File: src/dcache_macros.svh
// data cache widths and state codes
`ifndef DCACHE_MACROS_SVH
`define DCACHE_MACROS_SVH

// --------------------
// address and data widths
// --------------------
`define DC_ADDR_W    30   // processor word address
`define DC_WORD_W    32
`define DC_LINE_W    128  // four words per line
`define DC_BLOCK_W   28   // memory block number

// --------------------
// address split
// --------------------
`define DC_TAG_W     26
`define DC_INDEX_W   2
`define DC_OFFSET_W  2    // word within line
`define DC_SETS      4

// --------------------
// controller states
// --------------------
`define DC_ST_COMPARE     2'b00
`define DC_ST_WRITE_BACK  2'b01
`define DC_ST_ALLOCATE    2'b10
`define DC_ST_IDLE        2'b11  // one cycle out of reset

`endif

File: src/dcache_pkg.sv
// data cache address types
`default_nettype none

`include "dcache_macros.svh"

package dcache_pkg;

	// address as the cache sees it
	typedef struct packed {
		logic [`DC_TAG_W-1:0]    tag;
		logic [`DC_INDEX_W-1:0]  index;   // set select
		logic [`DC_OFFSET_W-1:0] offset;  // word in line
	} cache_lookup_t;

	// address as memory sees it
	typedef struct packed {
		logic [`DC_BLOCK_W-1:0]  block;   // tag and index together
		logic [`DC_OFFSET_W-1:0] offset;
	} block_addr_t;

	// one processor word address, two decodings
	typedef union packed {
		cache_lookup_t lookup;
		block_addr_t   mem;
	} dc_addr_t;

endpackage

`default_nettype wire

File: src/cache_ctrl.sv
// data cache controller FSM
`timescale 1ns/10ps
`default_nettype none

`include "dcache_macros.svh"

module cache_ctrl (
	input  wire                    clk,
	input  wire                    proc_reset,
	input  wire                    proc_read,
	input  wire                    proc_write,
	input  wire                    hit,
	input  wire                    victim_dirty,
	input  wire  [`DC_TAG_W-1:0]   victim_tag,
	input  wire  [`DC_INDEX_W-1:0] index,
	input  wire  [`DC_BLOCK_W-1:0] block,      // requested block
	input  wire  [`DC_LINE_W-1:0]  victim_line,
	input  wire                    mem_ready,
	output logic                   proc_stall,
	output logic                   fill,
	output logic                   mark_dirty,
	output logic                   word_write,
	output logic                   line_fill,
	output logic                   mem_read,
	output logic                   mem_write,
	output logic [`DC_BLOCK_W-1:0] mem_addr,
	output logic [`DC_LINE_W-1:0]  mem_wdata
);

	logic [1:0] state_q;
	logic [1:0] state_d;
	logic       req;
	logic       miss;

	assign req  = proc_read | proc_write;
	assign miss = req & ~hit;

	always_ff @(posedge clk) begin
		if (proc_reset) begin
			state_q <= `DC_ST_IDLE;
		end else begin
			state_q <= state_d;
		end
	end

	// --------------------
	// next state and outputs
	// --------------------
	always_comb begin
		state_d    = state_q;
		proc_stall = 1'b0;
		fill       = 1'b0;
		mark_dirty = 1'b0;
		word_write = 1'b0;
		line_fill  = 1'b0;
		mem_read   = 1'b0;
		mem_write  = 1'b0;
		mem_addr   = '0;
		mem_wdata  = '0;

		case (state_q)
			`DC_ST_COMPARE: begin
				proc_stall = miss;                // stall from the miss cycle on
				word_write = proc_write & hit;
				mark_dirty = proc_write & hit;
				if (miss) begin
					state_d = victim_dirty ? `DC_ST_WRITE_BACK : `DC_ST_ALLOCATE;
				end
			end

			`DC_ST_WRITE_BACK: begin
				proc_stall = 1'b1;
				mem_write  = ~mem_ready;          // drop in the ready cycle
				mem_addr   = {victim_tag, index};  // victim's own block
				mem_wdata  = victim_line;
				if (mem_ready) begin
					state_d = `DC_ST_ALLOCATE;
				end
			end

			`DC_ST_ALLOCATE: begin
				proc_stall = 1'b1;
				mem_read   = ~mem_ready;
				mem_addr   = block;
				if (mem_ready) begin
					fill      = 1'b1;  // tag, valid, pointer
					line_fill = 1'b1;  // data
					state_d   = `DC_ST_COMPARE;
				end
			end

			default: begin
				// idle, stall stays low
				state_d = `DC_ST_COMPARE;
			end
		endcase
	end

endmodule

`default_nettype wire

File: src/cache_data_store.sv
// data cache line storage
`timescale 1ns/10ps
`default_nettype none

`include "dcache_macros.svh"

module cache_data_store import dcache_pkg::*; (
	input  wire                    clk,
	input  wire dc_addr_t          addr,
	input  wire                    hit_way,
	input  wire                    victim_way,
	input  wire                    word_write,  // store hit
	input  wire                    line_fill,   // refill from memory
	input  wire  [`DC_WORD_W-1:0]  wdata,
	input  wire  [`DC_LINE_W-1:0]  fill_line,
	output logic [`DC_WORD_W-1:0]  rd_word,
	output logic [`DC_LINE_W-1:0]  victim_line
);

	logic [`DC_LINE_W-1:0] line_q [2][`DC_SETS];  // way, set

	logic [`DC_INDEX_W-1:0]  index;
	logic [`DC_OFFSET_W-1:0] offset;

	assign index  = addr.lookup.index;
	assign offset = addr.lookup.offset;

	// --------------------
	// read side
	// --------------------
	assign rd_word     = line_q[hit_way][index][offset*`DC_WORD_W +: `DC_WORD_W];
	assign victim_line = line_q[victim_way][index];  // write-back payload

	// --------------------
	// write side
	// --------------------
	// fill and store hit never overlap, the FSM keeps them apart
	always_ff @(posedge clk) begin
		if (line_fill) begin
			line_q[victim_way][index] <= fill_line;
		end else if (word_write) begin
			line_q[hit_way][index][offset*`DC_WORD_W +: `DC_WORD_W] <= wdata;
		end
	end

endmodule

`default_nettype wire

File: src/cache_tag_store.sv
// data cache tag and state array
`timescale 1ns/10ps
`default_nettype none

`include "dcache_macros.svh"

module cache_tag_store import dcache_pkg::*; (
	input  wire                   clk,
	input  wire                   proc_reset,
	input  wire dc_addr_t         addr,
	input  wire                   fill,        // line arrives, install tag
	input  wire                   mark_dirty,  // write hit
	input  wire                   fill_way,
	output logic                  hit,
	output logic                  hit_way,
	output logic                  victim_way,
	output logic                  victim_dirty,
	output logic [`DC_TAG_W-1:0]  victim_tag
);

	// --------------------
	// state per set and way
	// --------------------
	logic [`DC_TAG_W-1:0] tag_q [2][`DC_SETS];
	logic [1:0]           valid_q [`DC_SETS];  // bit n for way n
	logic [1:0]           dirty_q [`DC_SETS];
	logic [`DC_SETS-1:0]  ptr_q;               // round-robin, flips on fill

	logic [`DC_INDEX_W-1:0] index;
	logic [1:0]             way_hit;

	assign index = addr.lookup.index;

	// --------------------
	// lookup
	// --------------------
	always_comb begin
		for (int w = 0; w < 2; w++) begin
			way_hit[w] = valid_q[index][w] && (tag_q[w][index] == addr.lookup.tag);
		end
	end

	assign hit     = |way_hit;
	assign hit_way = way_hit[1];  // way 0 unless way 1 matched

	// victim comes straight from the pointer, valid or not
	assign victim_way   = ptr_q[index];
	assign victim_dirty = dirty_q[index][victim_way];
	assign victim_tag   = tag_q[victim_way][index];

	// --------------------
	// update
	// --------------------
	always_ff @(posedge clk) begin
		if (proc_reset) begin
			for (int s = 0; s < `DC_SETS; s++) begin
				valid_q[s] <= 2'b00;
				dirty_q[s] <= 2'b00;
			end
			ptr_q <= '0;
		end else begin
			if (fill) begin
				valid_q[index][fill_way] <= 1'b1;
				dirty_q[index][fill_way] <= 1'b0;  // fresh copy of memory
				ptr_q[index]             <= ~ptr_q[index];
			end else if (mark_dirty) begin
				dirty_q[index][hit_way] <= 1'b1;
			end
		end
	end

	always_ff @(posedge clk) begin
		if (fill) begin
			tag_q[fill_way][index] <= addr.lookup.tag;
		end
	end

endmodule

`default_nettype wire

File: src/dcache.sv
// two-way write-back data cache
`timescale 1ns/10ps
`default_nettype none

`include "dcache_macros.svh"

module dcache import dcache_pkg::*; (
	input  wire                    clk,
	input  wire                    proc_reset,
	// processor side
	input  wire                    proc_read,
	input  wire                    proc_write,
	input  wire dc_addr_t          proc_addr,
	input  wire  [`DC_WORD_W-1:0]  proc_wdata,
	output logic                   proc_stall,
	output logic [`DC_WORD_W-1:0]  proc_rdata,
	// memory side
	input  wire  [`DC_LINE_W-1:0]  mem_rdata,
	input  wire                    mem_ready,
	output logic                   mem_read,
	output logic                   mem_write,
	output logic [`DC_BLOCK_W-1:0] mem_addr,
	output logic [`DC_LINE_W-1:0]  mem_wdata
);

	// --------------------
	// internal wires
	// --------------------
	logic                   hit;
	logic                   hit_way;
	logic                   victim_way;
	logic                   victim_dirty;
	logic [`DC_TAG_W-1:0]   victim_tag;
	logic [`DC_LINE_W-1:0]  victim_line;
	logic                   fill;
	logic                   mark_dirty;
	logic                   word_write;
	logic                   line_fill;
	logic [`DC_INDEX_W-1:0] index;
	logic [`DC_BLOCK_W-1:0] block;

	assign index = proc_addr.lookup.index;  // cache view
	assign block = proc_addr.mem.block;     // memory view

	cache_tag_store tag_store_inst (
		.clk          (clk),
		.proc_reset   (proc_reset),
		.addr         (proc_addr),
		.fill         (fill),
		.mark_dirty   (mark_dirty),
		.fill_way     (victim_way),  // fills always land on the victim
		.hit          (hit),
		.hit_way      (hit_way),
		.victim_way   (victim_way),
		.victim_dirty (victim_dirty),
		.victim_tag   (victim_tag)
	);

	cache_data_store data_store_inst (
		.clk         (clk),
		.addr        (proc_addr),
		.hit_way     (hit_way),
		.victim_way  (victim_way),
		.word_write  (word_write),
		.line_fill   (line_fill),
		.wdata       (proc_wdata),
		.fill_line   (mem_rdata),
		.rd_word     (proc_rdata),
		.victim_line (victim_line)
	);

	cache_ctrl ctrl_inst (
		.clk          (clk),
		.proc_reset   (proc_reset),
		.proc_read    (proc_read),
		.proc_write   (proc_write),
		.hit          (hit),
		.victim_dirty (victim_dirty),
		.victim_tag   (victim_tag),
		.index        (index),
		.block        (block),
		.victim_line  (victim_line),
		.mem_ready    (mem_ready),
		.proc_stall   (proc_stall),
		.fill         (fill),
		.mark_dirty   (mark_dirty),
		.word_write   (word_write),
		.line_fill    (line_fill),
		.mem_read     (mem_read),
		.mem_write    (mem_write),
		.mem_addr     (mem_addr),
		.mem_wdata    (mem_wdata)
	);

endmodule

`default_nettype wire

File: config.mk
export PLATFORM = sky130hd
export DESIGN_NAME = dcache
export DESIGN_NICKNAME = d
export VERILOG_FILES = /design/src/dcache_pkg.sv /design/src/cache_ctrl.sv /design/src/cache_data_store.sv /design/src/cache_tag_store.sv /design/src/dcache.sv
export VERILOG_INCLUDE_DIRS = /design/src
export SDC_FILE = /design/constraint.sdc
export NUM_CORES = 2
export LEC_CHECK = 0
export BUFFER_PORTS_ARGS = -buffer_cell sky130_fd_sc_hd__buf_2
export CAP_MARGIN = 5
export CELL_PAD_IN_SITES_DETAIL_PLACEMENT = 1
export CELL_PAD_IN_SITES_GLOBAL_PLACEMENT = 2
export CORE_MARGIN = 4
export CORE_UTILIZATION = 45
export CTS_CLUSTER_DIAMETER = 60
export DETAILED_ROUTE_END_ITERATION = 8
export PLACE_DENSITY = 0.89
export RECOVER_POWER = 25
export SYNTH_ARGS = -nofsm -noshare
export SYNTH_HDL_FRONTEND = slang
export SYNTH_SLANG_ARGS = --single-unit
File: constraint.sdc
create_clock -name clk -period 7.8 [get_ports clk]
set_input_delay 0.78 -clock clk [delete_from_list [all_inputs] [get_ports clk]]
set_output_delay 0.78 -clock clk [all_outputs]
set_load 0.03 [all_outputs]
# Word level (Yosys, flattened, before mapping)
# Memories as Yosys holds them, arrays and structs flattened.
# Cells that the tools add are included.
word_totals:
  n_memories: 4
  out_inout_bits: 191
  inputBits: 195
  mem_bits_rw: 1248
  wordCells: 115
  register_bits: 6
classes:
  mux: 68
  reduce_logical: 13
  shift: 3
  bitwise_logic: 9
  addsub: 1
  n_lt_le_gt_ge: 8
  n_eq_ne: 7
mem_list:
  columns: ["memory", "words", "width", "rd", "rd_ports_with_merged_regs", "wr", "line_no", "source"]
  rows:
  - ["data_store_inst.line_q", 2, 512, 2, 0, 1, "cache_data_store.sv:20", "logic [`DC_LINE_W-1:0] line_q [2][`DC_SETS];"]
  - ["tag_store_inst.tag_q", 2, 104, 3, 0, 1, "cache_tag_store.sv:24", "logic [`DC_TAG_W-1:0] tag_q [2][`DC_SETS];"]
  - ["tag_store_inst.dirty_q", 4, 2, 1, 0, 4, "cache_tag_store.sv:26", "logic [1:0] dirty_q [`DC_SETS];"]
  - ["tag_store_inst.valid_q", 4, 2, 1, 0, 4, "cache_tag_store.sv:25", "logic [1:0] valid_q [`DC_SETS];"]
op_table:
  columns: ["op", "n"]
  rows:
  - ["512-bit two-way mux", 4]
  - ["128-bit two-way mux", 7]
  - ["128-bit binary-select mux with 2-bit select", 2]
  - ["128-bit demux with 2-bit select", 2]
  - ["512-bit OR reduction", 1]
  - ["26-bit two-way mux", 7]
  - ["26-bit binary-select mux with 2-bit select", 3]
  - ["32-bit by 34-bit variable shift with 128-bit output (first input constant)", 1]
  - ["128-bit by 8-bit variable part select with 32-bit output", 1]
  - ["32-bit by 34-bit variable part select with 128-bit output", 1]
  - ["104-bit two-way mux", 1]
  - ["28-bit one-hot mux with 2 select lines", 1]
  - ["26-bit demux with 2-bit select", 1]
  - ["26-bit equality test", 2]
  - ["7-bit negator with 34-bit output", 1]
  - ["2-bit two-way mux", 12]
  - ["1-bit two-way mux", 21]
  - ["2-bit OR reduction", 4]
  - ["1-bit logical AND", 6]
  - ["2-bit one-hot mux with 3 select lines", 1]
  - ["4-bit bitwise mux", 1]
  - ["1-bit by 2-bit less-than comparator with 1-bit output (second input constant)", 2]
  - ["2-bit inequality test (second input constant)", 2]
  - ["3-bit greater-or-equal comparator (second input constant)", 1]
  - ["other kinds (17)", 24]

# Logic depth before layout (Yosys ltp)
logic_depth:
  word_depth: 16
  ltp_mapped: 16
  depth_no_buf: 9

# Modules after synthesis
# A second synthesis with hierarchy kept.
unflattened:
  cells_unflattened: 3716
  area_unflattened_um2: 60734.5
modules_own_cells:
  columns: ["module", "seq_area_each_um2", "cells_each", "n_inst", "area_each_um2"]
  rows:
  - ["cache_data_store", 30749.5, 2941, 1, 49314.8]
  - ["cache_tag_store", 6806.5, 540, 1, 9873.2]
  - ["cache_ctrl", 40.0, 235, 1, 1546.5]

# Worst setup path before layout
# Ideal clock, no wire load.
synth_timing:
  kind: "input to register"
  start: "input proc_addr[2] in the netlist's numbering"
  end: "memory data_store_inst.line_q[0][256] in the netlist's numbering, enable pin"
  cell_stages: 14
  path_slack_ns: 2.022
  required_ns: 7.339
  n_path_buf: 6
  arrival_ns: 5.317
  setup_ns: 0.461
  cell_sequence: "buf_6 -> buf_6 -> buf_6 -> buf_6 -> buf_6 -> mux2i_1 -> xor2_1 -> nand3_1 -> a2111oi_2 -> nand3_1 -> o21ai_1 -> o21ai_2 -> buf_2 -> nor3_1"
synth_via:
  elab_chain_len: 14
  word_cells_on_any_way: 31
  cone_classes: "2 x order compare; 2 x eq/ne; 19 x mux; 2 x bitwise; 5 x reduce/logical; 1 x memory"
synth_rtl:
  columns: ["element", "line_no", "source"]
  rows:
  - ["start: declaration", "dcache.sv:13", "input wire dc_addr_t proc_addr,"]
  - ["2-bit NOT with 3-bit output", "cache_data_store.sv:40, cache_data_store.sv:42, cache_tag_store.sv:39", null]
  - ["26-bit binary-select mux with 2-bit select", "cache_tag_store.sv:39", "way_hit[w] = valid_q[index][w] && (tag_q[w][index] == addr.lookup.tag);"]
  - ["26-bit two-way mux (implied by the code) (2 in a row)", "cache_tag_store.sv:39", null]
  - ["26-bit equality test", "cache_tag_store.sv:39", null]
  - ["1-bit logical AND", "cache_tag_store.sv:39", null]
  - ["2-bit OR reduction", "cache_tag_store.sv:43", "assign hit = |way_hit;"]
  - ["1-bit bitwise AND", "cache_ctrl.sv:64", "word_write = proc_write & hit;"]
  - ["1-bit two-way mux", "cache_ctrl.sv:61", "case (state_q)"]
  - ["1-bit two-way mux", "cache_data_store.sv:41", "end else if (word_write) begin"]
  - ["1-bit two-way mux", "cache_data_store.sv:39", "if (line_fill) begin"]
  - ["512-bit two-way mux", "cache_data_store.sv:42", "line_q[hit_way][index][offset*`DC_WORD_W +: `DC_WORD_W] <= wdata;"]
  - ["512-bit OR reduction (no source line)", null, null]
  - ["1-bit two-way mux (no source line) / 512-bit two-way mux (equally long branches)", null, null]
  - ["end: declaration", "cache_data_store.sv:20", null]
# Parallel ways exist; a longest one is shown, timed or not. The select of a mux whose other input is x is not followed.

# Worst setup path after layout
layout_timing:
  start: "input proc_addr[2] in the netlist's numbering"
  end: "memory data_store_inst.line_q[0][342] in the netlist's numbering, data pin"
layout_via:
  elab_chain_len: 14
  word_cells_on_any_way: 25
  cone_classes: "2 x order compare; 2 x eq/ne; 13 x mux; 2 x bitwise; 5 x reduce/logical; 1 x memory"
layout_rtl:
  columns: ["element", "line_no"]
  rows:
  - ["2-bit NOT with 3-bit output", "cache_data_store.sv:42, cache_tag_store.sv:39"]
  - ["26-bit binary-select mux with 2-bit select", "cache_tag_store.sv:39"]
  - ["26-bit two-way mux (implied by the code) (2 in a row)", "cache_tag_store.sv:39"]
  - ["26-bit equality test", "cache_tag_store.sv:39"]
  - ["1-bit logical AND", "cache_tag_store.sv:39"]
  - ["2-bit OR reduction", "cache_tag_store.sv:43"]
  - ["1-bit bitwise AND", "cache_ctrl.sv:64"]
  - ["1-bit two-way mux", "cache_ctrl.sv:61"]
  - ["1-bit two-way mux", "cache_data_store.sv:41"]
  - ["1-bit two-way mux", "cache_data_store.sv:39"]
  - ["512-bit two-way mux (*)", "cache_data_store.sv:42"]
  - ["512-bit OR reduction (no source line) (*)", null]
  - ["512-bit two-way mux (no source line) (*)", null]
# Every way passes the cells marked *; elsewhere a longest branch is shown, timed or not. The select of a mux whose other input is x is not followed.

==> metrics <==
Yosys warnings 0; Power Total 0.0156 W; # clock sinks 1254; Largest stage delay, worst path 2.10 ns; die footprint 0.129 mm^2; Die Height 359 um; leading area contributor after synthesis edfxtp_1; Via density 6.21; Avg Synthesized Cell Area 16.2 um^2; 1st-iter DRT viols 4823; Clock Path Buffers 3; Setup Buffers After CTS 0; Total GRT Usage 30.4%; CTS tree yes; Synth Cell Area 0.0553 mm^2; top-area cell type share of the netlist area 67.7%; antenna-violating nets left 0; worst hold path class flip-flop to flip-flop; I/O Buffers 385; Initial Util 45.4%; # Max-Cap Violations 12; leakage 22.2 nW; setup slack, reg-to-reg 1.67 ns; Post-synth EDFFs 1248; failing checks capacitance limit, slew limit; Sequential Area 0.0376 mm^2; DRC viols 0; cts hold-fix bufs 0; DRT Wirelength 196 mm; Synth cell types 64; CP Launch Type input pin; Die Width 359 um; Seq/Total Area, Yosys 67.9%; transition time of the tightest slew-check pin 3.09 ns; largest net degree at the start of global routing 145; CP most frequent cell buf_4; Final Hold Fails 0; antenna violations before repair 21; Critical Path Fanout Max 73; H-tree depth reported by CTS 4; via count 34700; largest family of logic cells by synthesized area multiplexers; Hold WS 0.482 ns; Routed wire per std cell 35.1 um; Final GP Congestion 0.848; vias in the first global route 35800; Post-Synth Adder-Cell Area 0.203%; post-cts sizing count 0; cell at the slowest stage of the critical path nand2b_1; syn nets 3628; Post-Layout Cell Count 5578; most frequent cells in the layout edfxtp_1, nand2_1, buf_2, nor2_1, mux4_2; ys flop type edfxtp_1; WP data arrival 7.27 ns; Syn Inst Count 3424; final setup TNS 0 ns; #FFs+latches synth 1254; CP bufs+invs 3; core area 0.122 mm^2; Synth Area in XOR/XNOR 0.854%; Detailed Place HPWL 129 mm; placed insts 5327; RSZ-0062 raised after global routing no; # setup viols final 0; Placement Rows 128; min cycle time layout 6.83 ns; WS Path Type input pin to flip-flop; gr ovfl total 0; pwr dens 246 mW/mm^2; most common cell after layout, fill and taps aside edfxtp_1; Final Net Count 4046; simple-gate share of the synthesized area 6.91%; synth top area cells edfxtp_1, mux4_2, mux2i_1, nand2_1, nor2_1; Num CTS Buffers 138; Synth-to-Final Area Change 14.7%; worst vdd ir 0.204 mV; global-route wire length before repair 273 mm; layout cell share with drive strength beyond 1 25.4%; clk_skew 0.0325 ns; Pre-antenna DRT Iters 6; I/O pins 386; critical path, cell by cell buf_8 > buf_4 > mux4_2 > xnor2_1 > nand4_1 > nor3_1 > nand3_1 > o21ai_4 > nand2b_1 > buf_4 > mux2i_1; footprint of the multi-input gates 0.0161 mm^2; headroom to the max-slew limit -106%; status finished with violations; # fillers 11700; Worst-Skew Late Latency 0.76 ns; Crit. End Element flip-flop; Post-synth ARST share 0%; clk slew on worst S/H paths 0.06 ns; mux cell area share after synthesis 17.9%; Final period util 87.6%; Compound-Gate Fraction of Synth Area 3.04%; CP required 8.24 ns; Pins Over Slew Limit 363; cell family with most CP delay simple AND/OR/NAND/NOR gates; fmax 146 MHz; CTS Root Cell clkbuf_16
## cell usage after synthesis, drive strengths merged (29+ instances only)
master	count
xnor2	42
buf	95
and4	32
mux4	303
nand2	462
clkbuf	122
nor2	312
mux2i	294
inv	142
a22oi	29
edfxtp	1248
nor3	51
a21boi	128
## worst reg2reg max path, delay by kind of cell (launching register included)
family / cells / cell delay [ns]
buf+inv: 2 / 0.91
simple gates: 3 / 3.15
compound gates: 1 / 0.15
mux: 1 / 0.76
flops: 1 / 0.33
fa+ha+maj: 1 / 0.53
## final timing paths
path	startpoint	to	cells past startpoint
setup / recovery	proc_addr[2]	data_store_inst.line_q[0][342]	11
hold / removal	tag_store_inst.ptr_q[2]	tag_store_inst.ptr_q[2]	2
hold reg to reg	tag_store_inst.ptr_q[2]	tag_store_inst.ptr_q[2]	2
setup reg to reg	ctrl_inst.state_q[0]	data_store_inst.line_q[0][342]	8
## cell type report
class / instances / share of cell area (%)
antenna: 10 / 0.0394
clock buffer: 175 / 5.90
clock inverter: 66 / 0.980
inverter: 143 / 0.846
multi-input combinational: 1810 / 25.4
sequential: 1254 / 59.2
tap: 1625 / 3.20
timing repair buffer: 495 / 4.39
## where the power goes
| group | switching, W | internal, W |
|---|---|---|
| clock | 0.00268 | 0.00372 |
| combinational | 0.00122 | 0.000480 |
| sequential | 0.0000245 | 0.00752 |
## per-layer routing
| metal | wire [um] | global-route usage, % |
|---|---|---|
| met1 | 71400 | 39.7 |
| met2 | 90100 | 46.6 |
| met3 | 24000 | 9.48 |
| met4 | 10400 | 14.3 |
| met5 | 42 | 0 |
## registers in the layout, summed over array words and instances, names as in the netlist
| signal | count |
|---|---|
| ctrl_inst.state_q | 2 |
| data_store_inst.line_q | 1024 |
| tag_store_inst.dirty_q | 8 |
| tag_store_inst.ptr_q | 4 |
| tag_store_inst.tag_q | 208 |
| tag_store_inst.valid_q | 8 |
## stage by stage
stage	cell area, um^2	util [%]	worst slack, ns
after floorplan	55300	-	2.02
after global placement	59300	48.6	1.26
after detailed placement	59300	48.6	1.23
after CTS	63700	52.2	1.22
after global routing	63400	52.0	0.578
final	63500	52.0	0.969
## cells by family (layout without fill, tap and decap cells)
kind of cell / after synthesis / in the layout
DFF: 1254 / 1254
and+or+nand+nor: 914 / 914
muxes: 607 / 607
buffers and inverters: 360 / 879
AOI/OAI and AO/OA: 226 / 226
xor gates and xnor gates: 54 / 54
adders and majority gates: 9 / 9
other: 0 / 10
No activity file was read; power rests on OpenSTA's default activity.
